**src/common/sp_consts.svh**
```systemverilog
`ifndef SP_CONSTS_SVH
`define SP_CONSTS_SVH

// bank geometry
`define SP_MATS       4
`define SP_ROWS       4     // fixed by tile shape
`define SP_ROW_BITS   64
`define SP_MAT_W      2
`define SP_ROW_W      2

// request fields
`define SP_ADDR_W     32
`define SP_TYPE_W     2

// output queue depths
`define SP_DRAM_DEPTH 4
`define SP_GEMM_DEPTH 8

`endif
```
**src/common/sp_pkg.sv**
```systemverilog
`include "sp_consts.svh"

package sp_pkg;

    // one row write into the bank
    typedef struct packed {
        logic                     gemm_result;  // 0 means dram load
        logic [`SP_MAT_W-1:0]     mat_s;
        logic [`SP_ROW_W-1:0]     row_s;
        logic [`SP_ROW_BITS-1:0]  data;
    } sp_wr_t;

    // read request routed by mat_t
    typedef struct packed {
        logic [`SP_TYPE_W-1:0]    mat_t;
        logic [`SP_MAT_W-1:0]     mat_s;
        logic [`SP_ROW_W-1:0]     row_s;
        logic [`SP_ADDR_W-1:0]    addr;
    } sp_rd_req_t;

    typedef struct packed {
        logic [`SP_ADDR_W-1:0]    addr;
        logic [`SP_MAT_W-1:0]     mat_s;
        logic [`SP_ROW_W-1:0]     row_s;
        logic [`SP_ROW_BITS-1:0]  data;
    } dram_rd_t;

    typedef struct packed {
        logic [`SP_TYPE_W-1:0]    mat_t;
        logic [`SP_MAT_W-1:0]     mat_s;
        logic [`SP_ROW_W-1:0]     row_s;
        logic [`SP_ROW_BITS-1:0]  data;
    } gemm_rd_t;

    // operand tile for the systolic array
    typedef struct packed {
        logic [`SP_TYPE_W-1:0]                    mat_t;
        logic [`SP_MAT_W-1:0]                     mat_s;
        logic [`SP_ROWS-1:0][`SP_ROW_BITS-1:0]    data;
    } gemm_tile_t;

endpackage

```
**src/scratchpad_top.sv**
```systemverilog
`timescale 1ns/1ps

module scratchpad_top (
    input  logic               CLK,
    input  logic               nRST,
    input  logic               load_wen,
    input  sp_pkg::sp_wr_t     load_wdata,
    input  logic               gemm_wen,
    input  sp_pkg::sp_wr_t     gemm_wdata,
    input  logic               rd_req_en,
    input  sp_pkg::sp_rd_req_t rd_req,
    input  logic               dram_ren,
    output logic               load_busy,
    output logic               load_complete,
    output logic               gemm_complete,
    output logic               dram_empty,
    output sp_pkg::dram_rd_t   dram_rdata,
    output logic               tile_valid,
    output sp_pkg::gemm_tile_t tile
);

    import sp_pkg::*;

    logic     wr_en;
    sp_wr_t   wr;
    logic     gemm_ren, gemm_empty;
    gemm_rd_t gemm_rdata;

    sp_write_arbiter arb0 (
        .CLK        (CLK),
        .nRST       (nRST),
        .load_wen   (load_wen),
        .gemm_wen   (gemm_wen),
        .load_wdata (load_wdata),
        .gemm_wdata (gemm_wdata),
        .wr_en      (wr_en),
        .wr         (wr),
        .load_busy  (load_busy)
    );

    scratchpad_bank bank0 (
        .CLK           (CLK),
        .nRST          (nRST),
        .wr_en         (wr_en),
        .wr            (wr),
        .rd_req_en     (rd_req_en),
        .rd_req        (rd_req),
        .load_complete (load_complete),
        .gemm_complete (gemm_complete),
        .dram_ren      (dram_ren),
        .dram_empty    (dram_empty),
        .dram_rdata    (dram_rdata),
        .gemm_ren      (gemm_ren),
        .gemm_empty    (gemm_empty),
        .gemm_rdata    (gemm_rdata)
    );

    gemm_tile_collector coll0 (
        .CLK        (CLK),
        .nRST       (nRST),
        .fifo_empty (gemm_empty),
        .fifo_rdata (gemm_rdata),
        .fifo_ren   (gemm_ren),
        .tile_valid (tile_valid),
        .tile       (tile)
    );

endmodule

```
**src/gemm_tile_collector.sv**
```systemverilog
`timescale 1ns/1ps
`include "sp_consts.svh"

module gemm_tile_collector (
    input  logic               CLK,
    input  logic               nRST,
    input  logic               fifo_empty,
    input  sp_pkg::gemm_rd_t   fifo_rdata,
    output logic               fifo_ren,
    output logic               tile_valid,
    output sp_pkg::gemm_tile_t tile
);

    import sp_pkg::*;

    localparam logic [`SP_ROW_W-1:0] LAST_ROW = {`SP_ROW_W{1'b1}};

    logic [`SP_ROWS-1:0][`SP_ROW_BITS-1:0] stage;
    logic [`SP_ROWS-1:0][`SP_ROW_BITS-1:0] stage_next;
    logic                                  last_pop;

    assign fifo_ren = !fifo_empty;  // never back-pressures
    assign last_pop = fifo_ren && (fifo_rdata.row_s == LAST_ROW);

    // staging with the popped row dropped in
    always_comb begin
        stage_next = stage;
        stage_next[fifo_rdata.row_s] = fifo_rdata.data;
    end

    always_ff @(posedge CLK) begin
        if (fifo_ren) begin
            stage <= stage_next;
        end
    end

    always_ff @(posedge CLK, negedge nRST) begin
        if (!nRST) begin
            tile_valid <= 1'b0;
        end else begin
            tile_valid <= last_pop;     // one cycle pulse
        end
    end

    // type and select come from the row 3 entry
    always_ff @(posedge CLK) begin
        if (last_pop) begin
            tile.mat_t <= fifo_rdata.mat_t;
            tile.mat_s <= fifo_rdata.mat_s;
            tile.data  <= stage_next;
        end
    end

endmodule

```
**src/sp_write_arbiter.sv**
```systemverilog
`timescale 1ns/1ps

module sp_write_arbiter (
    input  logic           CLK,
    input  logic           nRST,
    input  logic           load_wen,
    input  logic           gemm_wen,
    input  sp_pkg::sp_wr_t load_wdata,
    input  sp_pkg::sp_wr_t gemm_wdata,
    output logic           wr_en,
    output sp_pkg::sp_wr_t wr,
    output logic           load_busy
);

    import sp_pkg::*;

    logic   hold_valid;
    sp_wr_t hold_wr;
    sp_wr_t load_tagged;

    // source decides the completion flag
    always_comb begin
        load_tagged             = load_wdata;
        load_tagged.gemm_result = 1'b0;
    end

    // gemm first, then held load, then a fresh load
    always_comb begin
        wr_en = gemm_wen || hold_valid || load_wen;
        if (gemm_wen) begin
            wr             = gemm_wdata;
            wr.gemm_result = 1'b1;
        end else if (hold_valid) begin
            wr = hold_wr;
        end else begin
            wr = load_tagged;
        end
    end

    always_ff @(posedge CLK, negedge nRST) begin
        if (!nRST) begin
            hold_valid <= 1'b0;
        end else if (hold_valid) begin
            hold_valid <= gemm_wen;     // stays put while gemm keeps the port
        end else begin
            hold_valid <= load_wen && gemm_wen;
        end
    end

    always_ff @(posedge CLK) begin
        if (!hold_valid && load_wen && gemm_wen) begin
            hold_wr <= load_tagged;
        end
    end

    assign load_busy = hold_valid;  // new loads ignored meanwhile

endmodule

```
**src/scratchpad_bank/scratchpad_bank.sv**
```systemverilog
`timescale 1ns/1ps
`include "sp_consts.svh"

module scratchpad_bank (
    input  logic               CLK,
    input  logic               nRST,
    input  logic               wr_en,
    input  sp_pkg::sp_wr_t     wr,
    input  logic               rd_req_en,
    input  sp_pkg::sp_rd_req_t rd_req,
    output logic               load_complete,
    output logic               gemm_complete,
    input  logic               dram_ren,
    output logic               dram_empty,
    output sp_pkg::dram_rd_t   dram_rdata,
    input  logic               gemm_ren,
    output logic               gemm_empty,
    output sp_pkg::gemm_rd_t   gemm_rdata
);

    import sp_pkg::*;

    localparam logic [`SP_ROW_W-1:0] LAST_ROW = {`SP_ROW_W{1'b1}};  // row 3

    logic [`SP_MATS-1:0][`SP_ROWS-1:0][`SP_ROW_BITS-1:0] mats;
    logic [`SP_ROW_BITS-1:0] rd_data;
    logic                    to_dram;
    logic                    dram_wen, dram_full;
    logic                    gemm_wen, gemm_full;
    dram_rd_t                dram_wdata;
    gemm_rd_t                gemm_wdata;

    always_ff @(posedge CLK, negedge nRST) begin
        if (!nRST) begin
            mats <= '0;
        end else if (wr_en) begin
            mats[wr.mat_s][wr.row_s] <= wr.data;
        end
    end

    // last row of a matrix written
    assign load_complete = wr_en && !wr.gemm_result && (wr.row_s == LAST_ROW);
    assign gemm_complete = wr_en &&  wr.gemm_result && (wr.row_s == LAST_ROW);

    // reads see the array before this cycle's write
    assign rd_data = mats[rd_req.mat_s][rd_req.row_s];

    assign to_dram  = (rd_req.mat_t == '0);
    assign dram_wen = rd_req_en &&  to_dram && !dram_full;  // drop if queue full
    assign gemm_wen = rd_req_en && !to_dram && !gemm_full;

    always_comb begin
        dram_wdata.addr  = rd_req.addr;
        dram_wdata.mat_s = rd_req.mat_s;
        dram_wdata.row_s = rd_req.row_s;
        dram_wdata.data  = rd_data;

        gemm_wdata.mat_t = rd_req.mat_t;
        gemm_wdata.mat_s = rd_req.mat_s;
        gemm_wdata.row_s = rd_req.row_s;
        gemm_wdata.data  = rd_data;
    end

    sync_fifo #(.T(dram_rd_t), .DEPTH(`SP_DRAM_DEPTH)) dram_fifo (
        .CLK   (CLK),
        .nRST  (nRST),
        .wen   (dram_wen),
        .ren   (dram_ren),
        .wdata (dram_wdata),
        .rdata (dram_rdata),
        .full  (dram_full),
        .empty (dram_empty)
    );

    sync_fifo #(.T(gemm_rd_t), .DEPTH(`SP_GEMM_DEPTH)) gemm_fifo (
        .CLK   (CLK),
        .nRST  (nRST),
        .wen   (gemm_wen),
        .ren   (gemm_ren),
        .wdata (gemm_wdata),
        .rdata (gemm_rdata),
        .full  (gemm_full),
        .empty (gemm_empty)
    );

endmodule

```
**src/sync_fifo.sv**
```systemverilog
`timescale 1ns/1ps

module sync_fifo #(
    parameter type T     = logic,
    parameter int  DEPTH = 4
) (
    input  logic CLK,
    input  logic nRST,
    input  logic wen,
    input  logic ren,
    input  T     wdata,
    output T     rdata,
    output logic full,
    output logic empty
);

    localparam int PTR_W = (DEPTH > 1) ? $clog2(DEPTH) : 1;
    localparam int CNT_W = $clog2(DEPTH + 1);
    localparam logic [PTR_W-1:0] LAST_PTR = PTR_W'(DEPTH - 1);
    localparam logic [CNT_W-1:0] MAX_CNT  = CNT_W'(DEPTH);

    T                 mem [DEPTH];
    logic [PTR_W-1:0] wptr, rptr;
    logic [CNT_W-1:0] count;
    logic             do_wr, do_rd;

    assign do_wr = wen && !full;    // write when full is dropped
    assign do_rd = ren && !empty;

    always_ff @(posedge CLK, negedge nRST) begin
        if (!nRST) begin
            wptr  <= '0;
            rptr  <= '0;
            count <= '0;
        end else begin
            if (do_wr) begin
                wptr <= (wptr == LAST_PTR) ? '0 : wptr + 1'b1;
            end
            if (do_rd) begin
                rptr <= (rptr == LAST_PTR) ? '0 : rptr + 1'b1;
            end
            case ({do_wr, do_rd})
                2'b10:   count <= count + 1'b1;
                2'b01:   count <= count - 1'b1;
                default: count <= count;
            endcase
        end
    end

    always_ff @(posedge CLK) begin
        if (do_wr) begin
            mem[wptr] <= wdata;
        end
    end

    // show-ahead so the head entry is always on rdata
    assign rdata = mem[rptr];
    assign empty = (count == '0);
    assign full  = (count == MAX_CNT);

endmodule

```
**config.mk**
```make
export PLATFORM = sky130hd
export DESIGN_NAME = scratchpad_top
export DESIGN_NICKNAME = d
export VERILOG_FILES = /design/src/common/sp_pkg.sv /design/src/scratchpad_top.sv /design/src/gemm_tile_collector.sv /design/src/sp_write_arbiter.sv /design/src/scratchpad_bank/scratchpad_bank.sv /design/src/sync_fifo.sv
export VERILOG_INCLUDE_DIRS = /design/src /design/src/common
export SDC_FILE = /design/constraint.sdc
export NUM_CORES = 2
export LEC_CHECK = 0
export BUFFER_PORTS_ARGS = -buffer_cell sky130_fd_sc_hd__buf_2
export CORE_ASPECT_RATIO = 0.8
export CORE_MARGIN = 2
export CORE_UTILIZATION = 60
export DETAILED_ROUTE_END_ITERATION = 16
export PLACE_DENSITY = 0.78
export RECOVER_POWER = 100
export SYNTH_ARGS = -nofsm -noshare
export SYNTH_HDL_FRONTEND = slang
export SYNTH_HIERARCHICAL = 1
export SYNTH_SLANG_ARGS = --single-unit
```
**constraint.sdc**
```tcl
create_clock -name CLK -period 24.9 [get_ports CLK]
set_clock_uncertainty 0.15 [all_clocks]
set_input_delay 3.735 -clock CLK [delete_from_list [all_inputs] [get_ports CLK]]
set_output_delay 3.735 -clock CLK [all_outputs]
set_load 0.005 [all_outputs]
```
==> summary.txt <==
Global routing
  • Pin count of the biggest net entering global routing: 190
  • Vias in the first global route: 54.3k
  • GRT overflow: 0
  • Number of antenna violations at the first check in global routing: 9
  • Global routing usage summed across all routing layers: 26.5%
  • Global-route wire length before repair: 352000 microns

Floorplan
  • Number of top-level design ports: 547
  • Width of the die: 472 microns
  • Site Rows: 137
  • Placeable Area: 174000 sq um
  • Area enclosed by the die boundary: 179000 sq um
  • Initial core utilization: 60.4%
  • Die Height: 379 microns

Yosys
  • Number of instances in the synthesized netlist: 5333
  • Sequential cell area fraction in the yosys report: 68.9%
  • Fraction of post-synthesis cell area in the top cell type by area: 44.1%
  • Synth Net Count: 5530
  • Ys flop type: sky130_fd_sc_hd__edfxtp_1
  • Yosys warning total: 6
  • Yosys reg bits: 2587
  • Top cells by area in the synthesized netlist: sky130_fd_sc_hd__edfxtp_1, sky130_fd_sc_hd__dfrtp_1, sky130_fd_sc_hd__mux2_2
  • Most repeated cell in the gate-level netlist after synthesis: sky130_fd_sc_hd__edfxtp_1
  • Number of enable flip-flop cells after synthesis: 1544
  • Leading area contributor after synthesis: sky130_fd_sc_hd__edfxtp_1
  • Number of library cell types mapped by synthesis: 51
  • Async S/R FF share, synth: 40.3%
  • Synth Area per Inst: 19.7 sq um
  • Netlist Area Pre-Place: 105000 sq um
  • Most frequent cells after synthesis: sky130_fd_sc_hd__edfxtp_1, sky130_fd_sc_hd__mux2_2, sky130_fd_sc_hd__dfrtp_1, sky130_fd_sc_hd__mux4_2, sky130_fd_sc_hd__mux2_4

STA
  • Transition time at the pin with the least slew margin: 10340 ps
  • RSZ-0062 raised after global routing: no
  • Final total negative setup slack: 0 ps
  • Max frequency: 66.1 MHz
  • Period utilisation layout: 60.8%
  • Max-slew headroom: -589%
  • Clock period minus worst slack: 15130 ps
  • Final Hold Fails: 0
  • Final number of max-transition violations: 3973
  • Final number of setup-violating endpoints: 0

Final layout
  • Number of nets in the layout: 6049
  • Layout Area Growth over Synthesis: 10.3%
  • Fin util: 66.6%
  • Share of cells above drive strength 1: 37.0%
  • Number of fill cells: 11.5k

Clock tree
  • Maximum root-to-sink buffer count: 3
  • Clock tree from TritonCTS: built
  • Postcts setup bufs: 0
  • Clock network latency to the later pin of the worst-skew pair: 880 ps
  • Number of clock sinks: 2587
  • Depth of the CTS H-tree: 4
  • Resized cells post-CTS: 0
  • Hold-fix buffers at CTS: 0
  • Clk Tree Root Cell: sky130_fd_sc_hd__clkbuf_16
  • Num CTS Buffers: 234
  • Clock slew seen by the registers of the worst setup and hold paths: 70 ps

Place
  • Final RePlAce weighted congestion: 0.761
  • IO buf count: 544
  • Half-perimeter wire length after detailed placement: 135000 microns

Routing
  • Starting DRC count in detailed routing: 4939
  • Top Layer Used: met4
  • Post-Route WL: 236000 microns
  • Count of nets left with antenna violations after detail routing: 0
  • Wire length on met2: 111000 microns
  • Number of vias in the routed layout: 52.7k
  • DRC violations left: 0
  • Wirelength per Cell: 28.2 microns
  • Detailed-route vias per instance: 6.30
  • WL met3: 16800 microns
  • Number of search-and-repair iterations in the first detailed-routing pass: 5
  • WL met1: 102000 microns

Worst setup path
  • Largest fanout on the critical path: 186
  • Critical path startpoint category: flop
  • First element of the critical path: bank0/gemm_fifo/rptr[0]
  • Crit. path cell count: 6
  • Element type at the critical path end: flop
  • Crit-path leading delay family: buffers and inverters
  • Critical Setup Path Class: reg -> reg
  • Data arrival at the endpoint of the critical path: 15480 ps
  • Slowest CP cell: sky130_fd_sc_hd__clkbuf_1
  • Critical path cell sequence: mux4_2 -> mux2_1 -> nand2_1 -> nor2_1 -> clkbuf_1 -> buf_4
  • Required time at the endpoint of the critical path: 25250 ps
  • Number of cells on the worst reg-to-reg path: 6
  • CP peak stage delay: 7170 ps
  • Crit path buf inv count: 2
  • Startpoint of the most critical register-to-register path: bank0/gemm_fifo/rptr[0]

Min path
  • Startpoint of the lowest-slack hold path: bank0/mats[872]
  • Hold Path Class: reg -> reg
  • Hold Crit Depth: 1

Status
  • Violations in the final reports: capacitance limit, slew limit
  • Outcome: finished, violations left

Power
  • Static leakage power: 43.2 nW
  • Worst VDD drop: 0.000114 V
  • P per Cell Area: 126 nW/um^2

Flow run
  • MaxCap Viol Count: 82
==> cell usage in the layout, fill, tap and decap left out, drive strengths merged, types with 2 or more instances in the layout <==
cell type  instances
xnor2              2
xor2               3
clkinvlp           9
mux4             496
nand2            141
nor2              17
or3                2
nand3b             4
clkbuf           703
and2               6
nand2b             7
mux2i             70
nor3               9
bufinv            17
buf              273
clkinv            84
inv               21
fa                 2
and3               2
nor3b              8
nor4               3
dfrtp           1043
diode             10
or4b               2
edfxtp          1544
ha                13
nor2b              4
o21ai             70
nand3              6
a22oi            128
a21oi              2
mux2            1359
==> per-layer routing <==
layer | global-route usage [%] | up-vias
met2 | 41.7 | 1951
met1 | 39.4 | 28331
met4 | 6.46 | 0
met3 | 4.47 | 339
li1 | - | 22065
met5 | 0 | -
==> worst paths after layout <==
| kind | slack (ps) | end |
|---|---|---|
| setup / recovery | 9770 | coll0/tile[19] |
| hold / removal | 330 | bank0/mats[872] |
| setup reg to reg | 9770 | coll0/tile[19] |
| hold reg to reg | 330 | bank0/mats[872] |
| max in group asynchronous | 10080 | bank0/mats[180] |
| min in group asynchronous | 5160 | bank0/mats[851] |
==> worst register-to-register path: cells and delay by family, from the launching register on <==
family | cells | cell delay [ps]
buf+inv | 2 | 8980
mux | 2 | 830
flops | 1 | 2300
simple gates | 2 | 2410
==> logic make-up (layout without fill, tap and decap cells) <==
group                      Yosys count  in the layout  share of synthesized area, %
AOI/OAI and AO/OA                  206            206                          1.31
DFF                               2587           2587                          68.9
other                                0             10                             0
adders and majority gates           15             15                         0.193
xor gates and xnor gates             5              5                        0.0416
and+or+nand+nor                    212            212                         0.980
buffers and inverters              383           1107                          2.17
muxes                             1925           1925                          26.4
==> final cells by class <==
type                            instances  area, sq um  area share (%)
Antenna cell                           10         25.0          0.0216
Clock buffer                          324         6640            5.72
Clock inverter                        117         1210            1.04
Inverter                               14         53.8          0.0464
Multi-Input combinational cell       2363        29800            25.7
Sequential cell                      2587        72500            62.5
Tap cell                             2293         2870            2.47
Timing Repair Buffer                  652         2940            2.53
==> through the flow <==
stage                     std cells  hold slack, ps  cell area (sq um)  power, mW  setup WS (ps)
after global placement         7908             314             110000       11.0          15330
after detailed placement       7908             320             110000       11.2          15290
after floorplan                5333             303             105000       9.96          11010
final                          8360             333             116000       14.6           9770
after global routing           8351             351             116000       15.2           7740
after CTS                      8349             334             118000       14.9          15270
==> registers in the layout (all words and copies together) (netlist names) <==
register	cells
arb0/hold_wr	68
arb0/load_busy	1
bank0/dram_fifo/count	3
bank0/dram_fifo/mem	400
bank0/dram_fifo/rptr	2
bank0/dram_fifo/wptr	2
bank0/gemm_fifo/count	4
bank0/gemm_fifo/mem	560
bank0/gemm_fifo/rptr	3
bank0/gemm_fifo/wptr	3
bank0/mats	1024
coll0/stage	256
coll0/tile	260
coll0/tile_valid	1
==> report_power, final <==
group / leakage [nW] / total [mW] / internal, mW / switching (mW)
Sequential: 27.3 / 7.08 / 6.48 / 0.598
Clock: 3.85 / 3.66 / 2.05 / 1.61
Combinational: 12.0 / 3.83 / 1.80 / 2.03
Note: power is estimated with default switching activity, not from simulation.
